<file path="src/hdl/wave_pkg.sv">
`default_nettype none

package wave_pkg;

	// ----------------------------------------
	// Host words
	// ----------------------------------------

	// Address word and set word share one width
	localparam int host_word_w  = 16;

	// Channel number sits in the top field
	localparam int chan_sel_lsb = 10;
	localparam int chan_sel_w   = 6;

	// Static value in the low bits of a set word
	localparam int set_value_w  = 10;

	// ----------------------------------------
	// Sample memory
	// ----------------------------------------
	localparam int ram_addr_w   = 8;
	localparam int sample_w     = 8;

endpackage

`default_nettype wire

</file>
<file path="src/hdl/dac_set_regs.sv">
`timescale 1ns/1ps
`default_nettype none

module dac_set_regs
	import wave_pkg::*;
#(
	parameter int n_ch = 4
)
(
	input  wire logic                              clk,
	input  wire logic                              rstn,
	input  wire logic                              da_set_wren,
	input  wire logic [host_word_w-1:0]            set_word,
	input  wire logic [host_word_w-1:0]            wave_addr,
	input  wire logic                              wave_wren,
	output logic      [n_ch-1:0][set_value_w-1:0]  set_value,
	output logic      [n_ch-1:0]                   chan_wren
);

	// Channel fields of the two host words
	logic [chan_sel_w-1:0] set_chan;
	logic [chan_sel_w-1:0] wave_chan;

	assign set_chan  = set_word[chan_sel_lsb +: chan_sel_w];
	assign wave_chan = wave_addr[chan_sel_lsb +: chan_sel_w];

	// ----------------------------------------
	// Static value registers
	// ----------------------------------------
	// Channel numbers past n_ch match no register
	always_ff @(posedge clk)
	begin
		if (!rstn)
			set_value <= '0;
		else if (da_set_wren)
		begin
			for (int i = 0; i < n_ch; i++)
			begin
				if (set_chan == chan_sel_w'(i))
					set_value[i] <= set_word[set_value_w-1:0];
			end
		end
	end

	// ----------------------------------------
	// Memory write decode
	// ----------------------------------------
	// At most one channel strobed per host write
	always_comb
	begin
		for (int i = 0; i < n_ch; i++)
			chan_wren[i] = wave_wren && (wave_chan == chan_sel_w'(i));
	end

endmodule

`default_nettype wire

</file>
<file path="config.mk">
export PLATFORM = sky130hd
export DESIGN_NAME = dac_set_regs
export DESIGN_NICKNAME = d
export VERILOG_FILES = /design/src/hdl/wave_pkg.sv /design/src/hdl/dac_set_regs.sv
export SDC_FILE = /design/constraint.sdc
export NUM_CORES = 1
export LEC_CHECK = 0
export BUFFER_PORTS_ARGS = -buffer_cell sky130_fd_sc_hd__buf_4
export CELL_PAD_IN_SITES_DETAIL_PLACEMENT = 0
export CELL_PAD_IN_SITES_GLOBAL_PLACEMENT = 2
export CORE_AREA = 5 5 84 86
export CTS_BUF_LIST = sky130_fd_sc_hd__clkbuf_2 sky130_fd_sc_hd__clkbuf_4 sky130_fd_sc_hd__clkbuf_8
export DETAILED_ROUTE_END_ITERATION = 7
export DIE_AREA = 0 0 89 91
export PLACE_DENSITY = 0.87
export SLEW_MARGIN = 20
export SYNTH_ARGS = -nofsm -noshare
export SYNTH_HDL_FRONTEND = slang
export SYNTH_SLANG_ARGS = --single-unit
</file>
<file path="constraint.sdc">
create_clock -name clk -period 1.2 [get_ports clk]
set_input_delay 0.24 -clock clk [delete_from_list [all_inputs] [get_ports clk]]
set_output_delay 0.24 -clock clk [all_outputs]
set_load 0.01 [all_outputs]
</file>
Word level (Yosys, flattened, before mapping)
Index checks and enable logic that the tools add are counted.

storage, ports and cells
  flip-flop bits (word level) = 40
  bits of input ports = 36
  output and inout port bits = 44
  word-level logic and storage cells = 20

cells by class
  equal/unequal tests = 6
  reduce and logical (&&, ||, !) cells = 10

operators with widths
  cell                                            number
  == test 6 x 2 -> 1 bit (second input constant)  4
  == test 6 x 1 -> 1 bit (second input constant)  2
  zero test 6 bit                                 2
  AND reduction 2 bit                             4
  logical AND 1 bit                               4

Longest topological paths before layout
  depth in word-level cells = 2
  depth in mapped cells = 4

Least setup slack after synthesis
No wires, ideal clock.

  path type = input-to-output
  from = input wave_addr[14]
  to = output chan_wren[0]
  data arrival time = 1062 ps
  path slack = -102 ps
  cell stages on the path = 3
  buffers on the path = 0
  cell sequence = nand2b_1 -> or4_4 -> nor3_1

between the ends
  cells in the longest elaborated chain, start to end = 2

ends and longest elaborated chain
  what               RTL line            source
  from (decl)        dac_set_regs.sv:14  input wire logic [host_word_w-1:0] wave_addr,
  zero test 6 bit    dac_set_regs.sv:52  chan_wren[i] = wave_wren && (wave_chan == chan_sel_w'(i));
  logical AND 1 bit  dac_set_regs.sv:52
  to (decl)          dac_set_regs.sv:17  output logic [n_ch-1:0] chan_wren

No other way between the ends.

Final worst setup path
  from = input wave_addr[14]
  to = output chan_wren[2]

between the ends
  cells in the longest elaborated chain, start to end = 2

ends and longest elaborated chain
  what                    RTL line
  == test 6 x 2 -> 1 bit  dac_set_regs.sv:52
  logical AND 1 bit       dac_set_regs.sv:52

No other way between the ends.

==> flow_summary.ini <==
[run_status]
status = finished, violations left
violations = negative setup slack

[critical_path]
max_stage_delay_ns = 0.47
setup.worst_path.start = wave_addr[14]
worstSetupStartpointType = input pin
path_delay_family = simple AND/OR/NAND/NOR gates
reg2reg_slack_ns = 0.59
crit_required_ns = 0.96
timing.rr.start = set_value[31]
path_cells = buf_6, nand2b_4, or4_4, nor3_4, buf_6
crit_buf_inv = 2
endpoint_kind = output pin
arrival_ns = 1.19
worstPathMaxFanout = 4
crit_top_cell = buf_6
crit_type = in2out
crit_slowest_cell = or4_4

[cells_and_area]
finalInstanceArea_sq_um = 2300
final_cell_mix = 72 x buf_4, 50 x nand2_1, 40 x mux2i_1, 40 x dfxtp_1, 6 x clkbuf_8
fill_cells = 658
regMostFlops = set_value
fin_nets = 263
diodes = 0
largest_register_ffs = 40
drive_gt1_share_pct = 40.4
reg_top3 = set_value x40
multi_input_area_sq_um = 722
seq_area_sq_um = 801
final_common_cell = buf_4
area_growth_syn_to_layout_pct = 46.4
final_core_util_pct = 37.0
final_cells = 305

[route]
wirelength_mm = 3.95
dr_wl_met3_microns = 362
antenna_left = 0
highest_layer = met4
viasPerCell = 4.25
vias = 1297
dr.pass1.iters = 2
wl_met1_mm = 1.57
dr_wl_met2_mm = 1.96
drc_errors = 0
wl_per_cell_microns = 12.9
drt_iter0_drc = 27

[logic_synthesis]
yosysUniqueCellTypes = 18
ys_ff_latch = 40
ys_warn_count = 0
ys_seq_area_share_pct = 51.0
synth_area_sq_um = 1570
syn_area_per_cell_sq_um = 10.1
syn_nets = 191
postSynthCellCount = 155

[cts]
clk_path_buf_depth = 2
cts_root_buffer = clkbuf_8
htreeDepth = 2
numCtsBuffers = 5
cts_tree = done
hold_buffers = 0
postCtsSetupRepairBufs = 0
clock_latency_ns = 0.28
clkSinkCount = 40
path_clk_slew_ns = 0.07

[timing]
setup_slack_ns = -0.227
period_minus_slack_ns = 1.43
rsz0062_at_grt = true
setup_viol = 4
tightestPinTransition_ns = 0.487
fin_skew_ns = 0
slew_viol_final = 0
timing_hold_violations_final = 0
slew-limit-headroom_pct = 67.5
timing.final.crit_share_pct = 119
fmax_mhz = 701

[global_route]
grt_max_degree = 51
grt_pass1_vias = 1403
grt_overflow = 0
antenna_found_initial = 0
grt_use_total_pct = 10.0
grt_first_pass_wirelength_mm = 6.41

[run]
max_cap_violations = 0

[place]
dp.cells = 297
placed_area_sq_um = 2180
portBuffers = 69
dpl.hpwl_mm = 2.90
gp_congestion = 0.623

[hold_path]
min_from = set_word[3]
holdCritPathClass = in2reg

[floorplan]
die_w_microns = 89
die_h_microns = 91
start_util_pct = 25.3
core_sq_um = 6200
ios = 80
num_rows = 29
die_area_sq_um = 8100

[power]
peakVddDrop_uv = 503
leakagePower_nw = 1.18
powerDensity_nw_per_um2 = 1070
-- cells by family (layout without fill, tap and decap cells) --
family / after synthesis / after routing / synth area share (%)
multiplexers: 40 / 40 / 25.5
flip-flops: 40 / 40 / 51.0
buffers and inverters: 12 / 85 / 5.18
AND/OR/NAND/NOR: 63 / 63 / 18.3
-- synthesized netlist by cell type --
| master | number | area (sq um) |
|---|---|---|
| nand2_1 | 50 | 188 |
| dfxtp_1 | 40 | 801 |
| mux2i_1 | 40 | 400 |
| clkbuf_1 | 5 | 18.8 |
| nor3_1 | 4 | 20.0 |
| buf_6 | 2 | 22.5 |
| inv_1 | 2 | 7.51 |
| nand4b_1 | 2 | 17.5 |
| and4_4 | 1 | 11.3 |
| buf_12 | 1 | 20.0 |
| buf_2 | 1 | 5.00 |
| buf_4 | 1 | 7.51 |
| nand2b_1 | 1 | 6.26 |
| nand3_1 | 1 | 5.00 |
| nor2_1 | 1 | 3.75 |
| nor2b_2 | 1 | 8.76 |
| nor3_4 | 1 | 16.3 |
| or4_4 | 1 | 11.3 |
-- final timing paths --
path,to,cells past startpoint
worst max-delay path,chan_wren[2],5
worst min-delay path,set_value[13],3
worst max register to register,set_value[31],2
worst min register to register,set_value[12],2
-- per-layer routing --
layer | vias to the layer above | track usage [%]
li1 | 658 | -
met1 | 596 | 10.8
met2 | 39 | 17.1
met3 | 4 | 3.98
met4 | 0 | 4.47
met5 | - | 0
-- timing repair --
| action | CTS | global route |
|---|---|---|
| resized for setup | 3 | 2 |
| endpoints found under the setup margin | 4 | 4 |
| hold endpoints to repair | 0 | 0 |
-- worst reg2reg max path, delay by kind of cell, from the launching register on --
kind / cells / cell delay [ns]
AND/OR/NAND/NOR: 1 / 0.05
multiplexers: 1 / 0.13
flip-flops: 1 / 0.35
-- through the flow --
step           setup TNS, ns  setup WS, ns  total power [W]  hold WS [ns]
6_report              -0.863        -0.227          0.00245         0.278
5_1_grt               -0.954        -0.252          0.00258         0.292
4_1_cts               -0.826        -0.211          0.00250         0.270
3_5_place_dp           -2.28        -0.234          0.00153         0.449
3_3_place_gp           -2.30        -0.224          0.00153         0.445
2_1_floorplan         -0.154       -0.0386          0.00144         0.444
-- cell type report --
cell class,instances,area share [%]
flip-flops and latches,40,34.8
clock buffers,8,4.25
multi-input cells,103,31.4
inverters,2,0.327
repair buffers,75,25.0
well taps,77,4.19
-- where the power goes --
part           internal (W)  switching (W)
Sequential          0.00133     0.00000284
Clock              0.000514       0.000436
Combinational     0.0000846      0.0000834
Total               0.00193       0.000523
Power figures use the tool's default switching activity.
