File: src/hdl/dac_pkg.sv
`default_nettype none

package dac_pkg;

	// DAC data bus and sample scaling
	localparam int dac_w        = 10;
	localparam int sample_shift = 2;

	// ----------------------------------------
	// Sample rate generation
	// ----------------------------------------
	localparam int div_w        = 8;
	localparam int n_phase      = 4;

	// Power-on counter and its sync count
	localparam int sync_cnt_w   = 4;
	localparam int sync_point   = 14;

	// Slope limit width
	localparam int slope_w      = 14;

endpackage

`default_nettype wire

File: src/hdl/dac_sync_gen.sv
`timescale 1ns/1ps
`default_nettype none

module dac_sync_gen
	import dac_pkg::*;
(
	input  wire logic              clk,
	input  wire logic              rstn,
	input  wire logic [div_w-1:0]  div_cnt,
	output logic      [n_phase-1:0] phase_tick
);

	logic [sync_cnt_w-1:0] pwr_cnt;
	logic                  sync_hit;
	logic                  div_run;
	logic [div_w-1:0]      div_q;

	// ----------------------------------------
	// Power-on sync
	// ----------------------------------------
	// Counts up once after reset and parks at all ones
	always_ff @(posedge clk)
	begin
		if (!rstn)
			pwr_cnt <= '0;
		else if (pwr_cnt != '1)
			pwr_cnt <= pwr_cnt + 1'b1;
	end

	// Single hit since the counter never wraps
	assign sync_hit = (pwr_cnt == sync_cnt_w'(sync_point));

	// Sample divider 0..div_cnt
	always_ff @(posedge clk)
	begin
		if (!rstn)
		begin
			div_run <= 1'b0;
			div_q   <= '0;
		end
		else if (sync_hit)
		begin
			div_run <= 1'b1;
			div_q   <= '0;
		end
		else if (div_run)
			div_q <= (div_q == div_cnt) ? '0 : div_q + 1'b1;
	end

	// Slot p fires when the divider sits at p
	always_comb
	begin
		for (int p = 0; p < n_phase; p++)
			phase_tick[p] = div_run && (div_q == div_w'(p));
	end

endmodule

`default_nettype wire

File: config.mk
export PLATFORM = sky130hd
export DESIGN_NAME = dac_sync_gen
export DESIGN_NICKNAME = d
export VERILOG_FILES = /design/src/hdl/dac_pkg.sv /design/src/hdl/dac_sync_gen.sv
export SDC_FILE = /design/constraint.sdc
export NUM_CORES = 1
export LEC_CHECK = 0
export BUFFER_PORTS_ARGS = -buffer_cell sky130_fd_sc_hd__buf_4
export CAP_MARGIN = 20
export CELL_PAD_IN_SITES_DETAIL_PLACEMENT = 1
export CELL_PAD_IN_SITES_GLOBAL_PLACEMENT = 2
export CORE_ASPECT_RATIO = 0.8
export CORE_MARGIN = 10
export CORE_UTILIZATION = 30
export DETAILED_ROUTE_END_ITERATION = 16
export PLACE_DENSITY = 0.75
export SETUP_SLACK_MARGIN = 0.05
export SYNTH_ARGS = -nofsm -noshare
export SYNTH_HDL_FRONTEND = slang
export SYNTH_SLANG_ARGS = --single-unit
File: constraint.sdc
create_clock -name clk -period 2 [get_ports clk]
set_input_delay 0.3 -clock clk [delete_from_list [all_inputs] [get_ports clk]]
set_output_delay 0.3 -clock clk [all_outputs]
set_load 0.1 [all_outputs]
* After elaboration in Yosys (flattened, before gate mapping)
Index checks and enable logic that the tools add are counted.
Widths: inputs -> output; s select.
** Word-level totals
- Bits of input ports :: 10
- Word-level logic and storage cells :: 19
- Bits in registers :: 13
- RAM bits :: 0
- Memory bits (read-only) :: 0
- Output and inout port bits :: 4
- Bits in latches :: 0
- Memories kept :: 0
** Operators by class
- Bitwise logic cells :: 1
- $mul :: 0
- Shifts and indexed selects :: 0
- Order comparisons :: 0
- Add/sub/neg operators :: 2
- Div/mod/pow operators :: 0
- Muxes and demuxes :: 1
- Equality and inequality tests :: 6
- Reduce and logical (&&, ||, !) cells :: 6
** Operators with widths (count)
- $eq 8x2->1 const B :: 2
- $add 8x1->8 const B :: 1
- $eq 8x1->1 const B :: 1
- $eq 8x8->1 :: 1
- $logic_not 8->1 :: 1
- $mux 8 :: 1
- $add 4x1->4 const B :: 1
- $eq 4x4->1 const B :: 1
- $logic_and 1x1->1 :: 4
- $ne 4x4->1 const B :: 1
- $reduce_or 2->1 :: 1
- $not 1->1 :: 1

* Depth between registers and ports, before layout
- Depth in word-level cells :: 2
- Mapped depth :: 5
- Depth with buffers taken out :: 5

* Worst setup path after synthesis
OpenSTA, ideal clock, no wires.
- Path type :: flip-flop to output port
- Start point :: register div_q[2]
- End point :: output phase_tick[3]
- Required time :: 1.700 ns
- Arrival :: 3.751 ns
- Buffers on the path :: 0
- Slack :: -2.051 ns
- Cell stages (with the launch flop) :: 3
- Cell sequence :: dfxtp_1 -> or4_1 -> nor4_1
** Between the ends
- Longest elaborated chain between the ends :: 2
** Ends and longest elaborated chain
- start: declaration :: RTL line dac_sync_gen.sv:16 : logic [div_w-1:0] div_q;
- start signal: assignment :: RTL line dac_sync_gen.sv:47 : div_q <= (div_q == div_cnt) ? '0 : div_q + 1'b1;
- $eq 8x2->1 :: RTL line dac_sync_gen.sv:54 : phase_tick[p] = div_run && (div_q == div_w'(p));
- $logic_and 1x1->1 :: RTL line dac_sync_gen.sv:54
- end: declaration :: RTL line dac_sync_gen.sv:10 : output logic [n_phase-1:0] phase_tick
No other way between the ends.

* Worst setup path after layout
- Start point :: register div_q[7]
- End point :: output phase_tick[1]
** Between the ends
- Longest elaborated chain between the ends :: 2
** Ends and longest elaborated chain (RTL line)
- $eq 8x1->1 :: dac_sync_gen.sv:54
- $logic_and 1x1->1 :: dac_sync_gen.sv:54
No other way between the ends.

==> qor.txt <==
status -> complete, but fails checks
failing checks -> negative setup slack
fin. max-slew vios -> 0
worst slew pin tran -> 295 ps
GRT Util Overall -> 8.95%
Worst Setup Start Kind -> flop
DRC viols -> 0
Hold WS -> 300 ps
ANT cells -> 0
WS Path Type -> flop to output port
Setup TNS Final -> -748 ps
Mapped Area -> 719 sq um
data arrival time of the critical path -> 1950 ps
Starting Density -> 32.5%
post-DP HPWL -> 1580 microns
register clock-pin slew on the reported worst setup and hold paths -> 80 ps
EDFF count, synth -> 0
fmax -> 0.444 GHz
clock buffer depth -> 2
worst min path class -> input pin to flop
register area -> 263 sq um
RSZ-0062 raised after global routing -> true
Tcrit/Tclk final -> 113%
average wire per standard cell -> 14.6 microns
leakage -> 0.407 nW
adder-cell area share of the yosys netlist -> 10.4%
core area -> 2210 sq um
Placed Area -> 958 sq um
r2r endpoint -> div_q[3]
WP data required -> 1700 ps
Async S/R FF share, synth -> 0%
YS warnings -> 0
GR Overflow Total -> 0
Hold Fails Final Rpt -> 0
commonest non-fill, non-tap cells in the layout -> buf_4 (19), xnor2_1 (12), nor2_1 (11), dfxtp_1 (11), inv_1 (9)
CTS tree -> yes
synthesis-to-finish area growth -> 42.8%
Max H-tree Level -> 1
share of post-route cells with drive strength above 1 -> 31.8%
Placement Setup Slack -> -12.3 ps
Post-Synthesis Cells -> 85
setup ws final -> -254 ps
CTS buffer count -> 3
first-pass GRT wire length -> 3240 microns
Switching Share -> 24.0%
largest family of logic cells by synthesized area -> simple AND/OR/NAND/NOR gates
Worst-Skew Late Latency -> 280 ps
Peak VDD IR -> 0.192 mV
XOR/XNOR Fraction of Synth Area -> 19.5%
Final min period -> 2250 ps
Power Density -> 463 nW/um^2
vias after detailed routing -> 655
Multi-input gate area -> 458 sq um
top_reg_cell synth -> dfxtp_1
switching power -> 114 uW
commonest non-fill, non-tap cell in the layout -> buf_4
Clk pwr share -> 34.8%
Design Power -> 476 uW
post-synthesis sequential area ratio -> 36.2%
CTS sink cnt -> 13
worst-path fanout max -> 3
flop-to-flop setup slack -> 570 ps
setup violators final -> 3
drt pass-1 iters -> 4
Avg Cell Area, Syn -> 8.46 sq um
Die X -> 74.8 microns
hold worst-path end -> pwr_cnt[2]
Mapped Nets -> 101
Distinct cells, synth -> 22
sequential share of power -> 56.6%
# rows -> 15
hold_buf cts -> 0
largest net degree at the start of global routing -> 9
logic gate share of total power -> 8.6%
Compound-Gate Fraction of Synth Area -> 5.57%
post-synthesis mux area share -> 1.39%
input/output buffers -> 13
Die H -> 63.8 microns
post-route design area -> 1030 sq um
Worst Skew -> 3.75 ps
vias in the first global route -> 660
hold path start -> rstn
vias per cell -> 4.85
Slew headroom -> 80.3%
CP Capture Type -> output port
1st-iter DRT viols -> 17
R2R depth -> 5
Critical R2R Launch -> div_q[6]
post-route ant nets -> 0
Post-Route WL -> 1970 microns
Filler cells -> 269
max cap viols -> 0
die area -> 4770 sq um
root buffer selected by CTS -> clkbuf_4
routability cong. -> 0.757
initial antenna violation count -> 0
#FFs+latches synth -> 13
worst hold path stage count -> 3
Power Internal -> 362 uW
NumNets Final -> 127
Post-Synth Simple-Gate Area -> 21.0%
# IOs -> 14
CP Launch Point -> div_q[7]
==> per-stage QoR <==
step | cells | util (%)
after floorplan | 85 | -
after detailed placement | 131 | 43.3
after global routing | 135 | 46.4
final | 135 | 46.4
after CTS | 135 | 46.4
after global placement | 131 | 43.3
==> power by group through the flow <==
| stage | Sequential, mW | Combinational [mW] | Clock [mW] |
|---|---|---|---|
| after global placement | 0.275 | 0.0401 | 0 |
| after floorplan | 0.274 | 0.0192 | 0 |
| after global routing | 0.270 | 0.0468 | 0.187 |
| after detailed placement | 0.276 | 0.0411 | 0 |
| final | 0.269 | 0.0409 | 0.165 |
| after CTS | 0.269 | 0.0414 | 0.171 |
==> state kept, by name (all words and copies together) (netlist names) <==
| name | count |
|---|---|
| pwr_cnt | 4 |
| div_run | 1 |
| div_q | 8 |
==> synth_stat cells, types with 2 or more instances <==
master    instances  area share, %
nor2_1           14            7.3
inv_1             9            4.7
nand4_1           3            2.6
ha_1              6             10
xnor2_1          12             15
xor2_1            4            4.9
dfxtp_1          13             36
nand3_1           4            2.8
a211oi_1          2            2.1
nor3_1            2            1.4
nand2_1           5            2.6
==> cell type report <==
type,count,area share [%]
clock buffer,3,2.19
clock inverter,1,0.487
inverter,9,3.29
multi-input combinational,61,44.6
sequential,13,25.6
tap,25,3.05
timing repair buffer,23,20.8
==> worst max path at each step <==
| stage | end | slack, ps | cells after the start |
|---|---|---|---|
| after detailed placement | phase_tick[2] | -10 | 4 |
| after global routing | phase_tick[1] | -310 | 4 |
| after CTS | phase_tick[2] | -250 | 4 |
| final | phase_tick[1] | -250 | 4 |
| after global placement | phase_tick[0] | 7 | 4 |
| after floorplan | phase_tick[3] | -150 | 2 |
==> what timing repair did <==
item / CTS / global route
gates cloned: 0 / 0
endpoints found under the hold margin: 0 / 0
gates resized for setup: 10 / 0
endpoints found under the setup margin: 4 / 4
setup buffers: 0 / 0
==> worst max-delay path: stages (launching register included) <==
cell and delay, ps:
dfxtp_2 330, or4_4 530, or4_4 500, nor2_4 140, buf_12 180
==> routing by layer <==
metal / track usage, % / part of all wire (%) / wire length, microns
met1: 10.4 / 45 / 888
met2: 14.6 / 50 / 976
met3: 4.17 / 4.7 / 93
met4: 2.12 / 0.46 / 9
met5: 0 / 0 / 0
==> logic make-up after synthesis <==
group | Yosys count
and+or+nand+nor | 32
xor gates and xnor gates | 16
DFF | 13
AOI/OAI and AO/OA | 6
muxes | 1
buffers and inverters | 11
adders and majority gates | 6
No activity file was read; power rests on OpenSTA's default activity.
