==> config.mk <==
export PLATFORM = sky130hd
export DESIGN_NAME = wave_channel
export DESIGN_NICKNAME = d
export VERILOG_FILES = /design/src/hdl/dac_pkg.sv /design/src/hdl/wave_pkg.sv /design/src/hdl/limit_monitor.sv /design/src/hdl/wave_channel.sv /design/src/hdl/wave_ram.sv
export SDC_FILE = /design/constraint.sdc
export NUM_CORES = 2
export LEC_CHECK = 0
export BUFFER_PORTS_ARGS = -buffer_cell sky130_fd_sc_hd__buf_2
export CAP_MARGIN = 20
export CORE_ASPECT_RATIO = 0.9
export CORE_MARGIN = 3
export CORE_UTILIZATION = 57
export CTS_BUF_LIST = sky130_fd_sc_hd__clkbuf_4 sky130_fd_sc_hd__clkbuf_8
export DETAILED_ROUTE_END_ITERATION = 12
export PLACE_DENSITY_LB_ADDON = 0.1
export SKIP_CTS_REPAIR_TIMING = 1
export SKIP_LAST_GASP = 1
export SYNTH_ARGS = -nofsm -noshare
export SYNTH_HDL_FRONTEND = slang
export SYNTH_SLANG_ARGS = --single-unit
==> constraint.sdc <==
create_clock -name clk -period 3.7 [get_ports clk]
set_input_delay 0.185 -clock clk [delete_from_list [all_inputs] [get_ports clk]]
set_output_delay 0.185 -clock clk [all_outputs]
set_load 0.005 [all_outputs]
==> src/hdl/dac_pkg.sv <==
`default_nettype none

package dac_pkg;

	// DAC data bus and sample scaling
	localparam int dac_w        = 10;
	localparam int sample_shift = 2;

	// ----------------------------------------
	// Sample rate generation
	// ----------------------------------------
	localparam int div_w        = 8;
	localparam int n_phase      = 4;

	// Power-on counter and its sync count
	localparam int sync_cnt_w   = 4;
	localparam int sync_point   = 14;

	// Slope limit width
	localparam int slope_w      = 14;

endpackage

`default_nettype wire

==> src/hdl/wave_pkg.sv <==
`default_nettype none

package wave_pkg;

	// ----------------------------------------
	// Host words
	// ----------------------------------------

	// Address word and set word share one width
	localparam int host_word_w  = 16;

	// Channel number sits in the top field
	localparam int chan_sel_lsb = 10;
	localparam int chan_sel_w   = 6;

	// Static value in the low bits of a set word
	localparam int set_value_w  = 10;

	// ----------------------------------------
	// Sample memory
	// ----------------------------------------
	localparam int ram_addr_w   = 8;
	localparam int sample_w     = 8;

endpackage

`default_nettype wire

==> src/hdl/limit_monitor.sv <==
`timescale 1ns/1ps
`default_nettype none

module limit_monitor
	import dac_pkg::*;
(
	input  wire logic               clk,
	input  wire logic               rstn,
	input  wire logic               load,
	input  wire logic               clear,
	input  wire logic [dac_w-1:0]   value,
	input  wire logic [dac_w-1:0]   vol_max,
	input  wire logic [slope_w-1:0] slope_max,
	output logic                    vol_err,
	output logic                    slope_err
);

	// Last loaded value and whether one exists yet
	logic [dac_w-1:0] prev;
	logic             have_prev;
	logic [dac_w-1:0] step;

	// Absolute step from the previous load
	assign step = (value >= prev) ? value - prev : prev - value;

	always_ff @(posedge clk)
	begin
		prev <= load ? value : prev;
	end

	// ----------------------------------------
	// Sticky flags
	// ----------------------------------------
	always_ff @(posedge clk)
	begin
		if (!rstn || clear)
		begin
			have_prev <= 1'b0;
			vol_err   <= 1'b0;
			slope_err <= 1'b0;
		end
		else if (load)
		begin
			have_prev <= 1'b1;
			if (value > vol_max)
				vol_err <= 1'b1;
			// No step check on the first sample
			if (have_prev && (slope_w'(step) > slope_max))
				slope_err <= 1'b1;
		end
	end

endmodule

`default_nettype wire

==> src/hdl/wave_channel.sv <==
`timescale 1ns/1ps
`default_nettype none

module wave_channel
	import wave_pkg::*;
	import dac_pkg::*;
(
	input  wire logic                   clk,
	input  wire logic                   rstn,
	input  wire logic                   tick,
	input  wire logic                   wave_req,
	input  wire logic [ram_addr_w-1:0]  start_addr,
	input  wire logic [ram_addr_w-1:0]  wr_addr,
	input  wire logic [sample_w-1:0]    wr_data,
	input  wire logic                   wr_en,
	input  wire logic                   da_set_en,
	input  wire logic [set_value_w-1:0] set_value,
	input  wire logic [dac_w-1:0]       vol_max,
	input  wire logic [slope_w-1:0]     slope_max,
	output logic                        wave_end,
	output logic                        vol_err,
	output logic                        slope_err,
	output logic                        da_dclk,
	output logic      [dac_w-1:0]       da_data
);

	// Sequencer state
	logic                  playing;
	logic [ram_addr_w-1:0] rd_addr;
	logic [sample_w-1:0]   rd_data;

	// Stage 1 beside the memory read
	logic                  s1_vld;
	logic                  s1_play;
	logic                  s1_last;

	// Stage 2 load and scaled sample
	logic                  load_out;
	logic [dac_w-1:0]      scaled;

	// ----------------------------------------
	// Sequencer
	// ----------------------------------------
	// A request restarts from start_addr even mid-playback
	always_ff @(posedge clk)
	begin
		if (!rstn)
		begin
			playing <= 1'b0;
			rd_addr <= '0;
		end
		else if (wave_req)
		begin
			playing <= 1'b1;
			rd_addr <= start_addr;
		end
		else if (tick && playing)
		begin
			rd_addr <= rd_addr + 1'b1;
			// Last address just issued
			if (rd_addr == '1)
				playing <= 1'b0;
		end
	end

	wave_ram ram_i (
		.clk     (clk),
		.wr_en   (wr_en),
		.wr_addr (wr_addr),
		.wr_data (wr_data),
		.rd_addr (rd_addr),
		.rd_data (rd_data)
	);

	// ----------------------------------------
	// Output pipeline
	// ----------------------------------------
	// Idle ticks only count with da_set_en high
	always_ff @(posedge clk)
	begin
		if (!rstn)
		begin
			s1_vld  <= 1'b0;
			s1_play <= 1'b0;
			s1_last <= 1'b0;
		end
		else
		begin
			s1_vld  <= tick && !wave_req && (playing || da_set_en);
			s1_play <= playing;
			s1_last <= (rd_addr == '1);
		end
	end

	// Request flushes anything still in flight
	assign load_out = s1_vld && !wave_req;
	assign scaled   = dac_w'(rd_data) << sample_shift;

	always_ff @(posedge clk)
	begin
		if (!rstn)
		begin
			da_dclk  <= 1'b0;
			wave_end <= 1'b0;
			da_data  <= '0;
		end
		else
		begin
			da_dclk  <= load_out;
			wave_end <= load_out && s1_play && s1_last;
			if (load_out)
				da_data <= s1_play ? scaled : dac_w'(set_value);
		end
	end

	// Checks see only played samples
	limit_monitor limit_i (
		.clk       (clk),
		.rstn      (rstn),
		.load      (load_out && s1_play),
		.clear     (wave_req),
		.value     (scaled),
		.vol_max   (vol_max),
		.slope_max (slope_max),
		.vol_err   (vol_err),
		.slope_err (slope_err)
	);

endmodule

`default_nettype wire

==> src/hdl/wave_ram.sv <==
`timescale 1ns/1ps
`default_nettype none

module wave_ram
	import wave_pkg::*;
(
	input  wire logic                  clk,
	input  wire logic                  wr_en,
	input  wire logic [ram_addr_w-1:0] wr_addr,
	input  wire logic [sample_w-1:0]   wr_data,
	input  wire logic [ram_addr_w-1:0] rd_addr,
	output logic      [sample_w-1:0]   rd_data
);

	// One full waveform per channel
	logic [sample_w-1:0] mem [2**ram_addr_w];

	// Host write port
	always_ff @(posedge clk)
	begin
		if (wr_en)
			mem[wr_addr] <= wr_data;
	end

	// Registered read, one cycle behind rd_addr
	always_ff @(posedge clk)
	begin
		rd_data <= mem[rd_addr];
	end

endmodule

`default_nettype wire

-- Yosys cells after proc, flatten, opt, wreduce, memory -nomap -nowiden
Memory sizes are Yosys's and may differ from the RTL's. A register that Yosys moved wholly into a read port is not among the register bits.
Cells that the tools add are included.
- add/sub/neg operators: 3
- $lt $le $gt $ge: 3
- equal/unequal tests: 1
- mux-type cells: 9
- reduce and logical (&&, ||, !) cells: 16
- operators with widths (operator ; count):
    10-bit two-way mux ; 2
    10-bit subtractor ; 2
    8-bit two-way mux ; 2
    10-bit by 14-bit greater-than comparator with 1-bit output ; 1
    10-bit greater-or-equal comparator ; 1
    10-bit greater-than comparator ; 1
    8-bit by 1-bit adder with 8-bit output, second input constant ; 1
    8-bit equality test, second input constant ; 1
    1-bit logical AND ; 7
    2-bit AND reduction ; 3
    1-bit two-way mux ; 5
    2-bit nonzero test ; 2
    1-bit zero test ; 2
    1-bit logical OR ; 2
- bits in registers: 35
- bits in writable memories: 2048
- output and inout port bits: 14
- memories: 1
- memories (memory ; words ; bits a word ; rd ports ; clocked after memory_dff ; write ports ; RTL line ; RTL):
    ram_i.mem ; 256 ; 8 ; 1 ; 1 ; 1 ; wave_ram.sv:16 ; logic [sample_w-1:0] mem [2**ram_addr_w];

-- Depth between registers and ports, before layout
- depth in word-level cells: 5
- mapped depth: 17
- gate-level depth less buffers: 17

-- By module
A second synthesis with hierarchy kept.
- cell total of the unflattened synthesis: 4069
- area total of the unflattened synthesis: 82520.4 um^2
- by module, submodules not included (module ; times used ; cells an instance ; area each (um^2) ; seq. area each (um^2)):
    wave_ram ; 1 ; 3733 ; 79556.3 ; 61659.1
    limit_monitor ; 1 ; 221 ; 1914.3 ; 360.3
    wave_channel ; 1 ; 115 ; 1049.8 ; 480.5

-- Least setup slack after synthesis
OpenSTA, ideal clock, no wires.
- path kind: reg-to-reg
- from: register ram_i.rd_data[0], read port of ram_i.mem
- to: register limit_i.slope_err
- library setup time: 0.122 ns
- arrival: 3.286 ns
- data required time: 3.578 ns
- path slack: 0.292 ns
- cell stages (with the launch flop): 17
- buffers on the path: 0
- period minus slack after synthesis: 3.408 ns
- cell sequence: dfxtp_1 > inv_1 > ha_1 > inv_1 > fa_1 > a21o_1 > a2111oi_2 > o31ai_2 > mux2_2 > ha_1 > a21o_1 > a21o_1 > a21o_1 > a21oi_1 > o21ai_0 > a211oi_1 > nor3_1
- cells in the longest elaborated chain, start to end: 5
- elaborated cells on any way between the ends: 7
- classes of those cells: add/sub: 2; order compare: 2; mux: 1; reduce/logical: 2
- RTL lines (what ; RTL line ; RTL):
    start: declaration ; wave_ram.sv:12 ; output logic [sample_w-1:0] rd_data
    10-bit subtractor / 10-bit greater-or-equal comparator (equally long branches) ; limit_monitor.sv:24 ; assign step = (value >= prev) ? value - prev : prev - value;
    10-bit two-way mux * ; limit_monitor.sv:24 ;
    10-bit by 14-bit greater-than comparator with 1-bit output * ; limit_monitor.sv:48 ; if (have_prev && (slope_w'(step) > slope_max))
    1-bit logical AND * ; limit_monitor.sv:48 ;
    2-bit AND reduction (no source line) * ; -- ;
    end signal: assignment ; limit_monitor.sv:40 ; slope_err <= 1'b0;
    end signal: assignment ; limit_monitor.sv:49 ; slope_err <= 1'b1;
    end: declaration ; limit_monitor.sv:15 ; output logic slope_err
Every way passes the cells marked *; elsewhere a longest branch is shown, timed or not.
A chain may end at the register's enable or synchronous reset.

==> metrics.cfg <==
[status]
outcome = finished with violations
failed_checks = negative hold slack

[hold_path]
min_path_cells = 1
hold_class = input port to register
hold_end = ram_i.mem[26][6]$_DFFE_PP_
worstHoldStart = wr_data[6]

[sta]
setup_tns_ps = 0
fin_ws_ps = 98.81
max_freq_mhz = 277.7
rsz0062_at_grt = no
relSlewSlack = 0.08870
hold_viol = 2
finalSetupViolCount = 0
whs_ps = -38.42
clock_skew_ps = 66.58
drv_slew = 0
worst_pin_slew_ps = 1367
finalCritPeriodShare = 0.9733
fin_crit_ps = 3601

[detailed_routing]
routed_via_density = 6.622
wl_met1_um = 91080
dr_wl_met2_um = 100600
first_iter_violations = 6351
wl_per_cell_um = 33.42
ant_nets = 0
vias = 44780
highest_layer = met5
drc = 0
first_pass_iters = 6
met3_length_um = 27630
wirelength_um = 226000

[placed_design]
place.gp.congestion = 0.8808
place_ws_ps = 113.6
port_buffers = 77
hpwl_um = 140300
placedCellCount = 6107
placed_area_um2 = 87210

[yosys]
syn-num-nets = 4140
synth_edf_count = 2056
syn-cell-area_um2 = 82250
syn_inst = 4042
yosysUniqueCellTypes = 70
yosysWarnings = 0
synth_seq_area_share = 0.7591
ys_seq_elements = 2091
async_flop_share = 0
avgSynthCellArea_um2 = 20.35
ys.flop_type = edfxtp_1

[floorplan]
die-area_um2 = 148900
start_util = 0.5775
io_pins = 78
die_x_um = 406.4
core_um2 = 142400
chipHeight_um = 366.4
placementRows = 131

[critical_path]
r2r-start = rd_addr[3]$_SDFFE_PN0P_
reg2reg_to = ram_i.rd_data[1]$_DFF_P_
crit_path_end_kind = register
startpoint = rd_addr[3]$_SDFFE_PN0P_
reg2reg_depth = 9
crit_fanout = 31
critPathKind = register to register
r2r_slack_ps = 100
cp.required_ps = 4640
arrival_ps = 4550
worstSetupStartpointType = register

[clock_tree]
cts_tree = built
htreeDepth = 5
cts-root-buf = clkbuf_8
worstSkewPairLatency_ps = 1060
clk_pin_slew_worst_paths_ps = 60
cts_buffers = 340
cts.path.max_buffers = 4
clkSinkCount = 2091

[pwr]
p_leak_nw = 29.98
vdd_drop_max_mv = 0.3968
p_per_area_nw_per_um2 = 516.0

[global_route]
antenna_found_initial = 12
overflow = 0
grt_max_degree = 136
globalRouteTotalUtil = 0.3050
grt_pass1_wl_um = 320000
grt_pass1_vias = 43180

[finish]
stdcell_area_um2 = 94230
num-fill-cells = 9442
final_cells = 6762
multiInputGateArea_um2 = 18410
syn2layout_area_growth_pct = 14.57
drive_gt1_frac = 0.2955
seqCellArea_um2 = 62460
nets = 4761

[job]
maxCapViolCount = 0

==> placed cells by master, fill, tap and decap left out, types with 76 or more instances in the layout <==
master / netlist / routed
nand2_1: 99 / 99
a21oi_1: 85 / 85
clkbuf_8: 0 / 353
buf_4: 35 / 304
edfxtp_1: 2056 / 2056
clkbuf_4: 0 / 108
mux4_2: 472 / 472
nor2_1: 298 / 295
clkinv_1: 1 / 84
mux2i_1: 163 / 163
dlygate4sd3_1: 0 / 76
==> synth_stat cells (24+ instances only) <==
| library cell | instances | area (um2) |
|---|---|---|
| buf_2 | 59 | 295.3 |
| inv_1 | 41 | 153.9 |
| nor2_1 | 298 | 1119 |
| mux2i_1 | 163 | 1632 |
| nand2_1 | 99 | 371.6 |
| o21ai_0 | 49 | 245.2 |
| nor2b_1 | 24 | 150.1 |
| nand3_1 | 61 | 305.3 |
| buf_4 | 35 | 262.8 |
| dfxtp_1 | 35 | 700.7 |
| a22oi_1 | 74 | 555.5 |
| ha_1 | 32 | 400.4 |
| clkbuf_1 | 105 | 394.1 |
| mux4_2 | 472 | 10630 |
| a221oi_1 | 31 | 271.5 |
| edfxtp_1 | 2056 | 61740 |
| a21oi_1 | 85 | 425.4 |
==> cells by family after synthesis <==
kind of cell | Yosys count | share of synthesized area
fa+ha+maj | 34 | 0.005355
flops | 2091 | 0.7591
mux | 654 | 0.1517
xor+xnor | 13 | 0.001384
compound gates | 392 | 0.03344
buf+inv | 278 | 0.01790
simple gates | 580 | 0.03111
==> report_power, final <==
part	total, W	switching [W]	leakage (nW)	internal [W]
clock	0.0189	0.00882	3.28	0.0100
combinational	0.00359	0.00219	7.94	0.00140
sequential	0.0262	0.0000770	18.8	0.0261
total	0.0486	0.0111	30.0	0.0375
==> registers in the layout (all words and copies together), names as in the netlist, 8 cells and up <==
signal / count
ram_i.mem: 2048
rd_addr: 8
da_data: 10
ram_i.rd_data: 8
limit_i.prev: 8
==> worst max-delay path, stage by stage, from the launching register on <==
cell,delay (ps)
dfxtp_4,530
buf_12,290
nand2_1,370
o21ai_0,260
a21oi_1,710
o21ai_0,200
buf_4,200
a41o_1,290
nor3_1,440
buf_4,220
==> layout make-up <==
type / instances / area share
Clock inverter: 122 / 0.007024
Tap cell: 1862 / 0.02472
Timing Repair Buffer: 514 / 0.04923
Inverter: 43 / 0.001713
Antenna cell: 4 / 0.0001062
Multi-Input combinational cell: 1673 / 0.1954
Sequential cell: 2091 / 0.6628
Clock buffer: 453 / 0.05899
==> how the worst max path moves through the flow <==
stage,slack (ps),endpoint,cells past startpoint
after floorplan,290,limit_i.slope_err$_SDFFE_PP0P_,16
after global placement,90,limit_i.slope_err$_SDFFE_PP0P_,16
after detailed placement,110,limit_i.slope_err$_SDFFE_PP0P_,17
after CTS,100,limit_i.slope_err$_SDFFE_PP0P_,17
after global routing,20,limit_i.slope_err$_SDFFE_PP0P_,17
final,100,ram_i.rd_data[1]$_DFF_P_,9
==> per-stage QoR <==
stage               hold WS, ps  power, W  utilization
floorplan                 283.9   0.02846            -
global placement          430.1   0.03010       0.6123
detailed placement        448.9   0.03012       0.6123
CTS                      -635.9   0.04876       0.6560
global route             -17.26   0.05013       0.6616
finish                   -38.42   0.04863       0.6616
==> routing by layer <==
metal / vias up / track usage
met3: 449 / 0.08405
li1: 18010 / -
met4: 8 / 0.09004
met1: 23410 / 0.4677
met5: - / 0
met2: 2896 / 0.4348
Note: power is estimated with default switching activity, not from simulation.
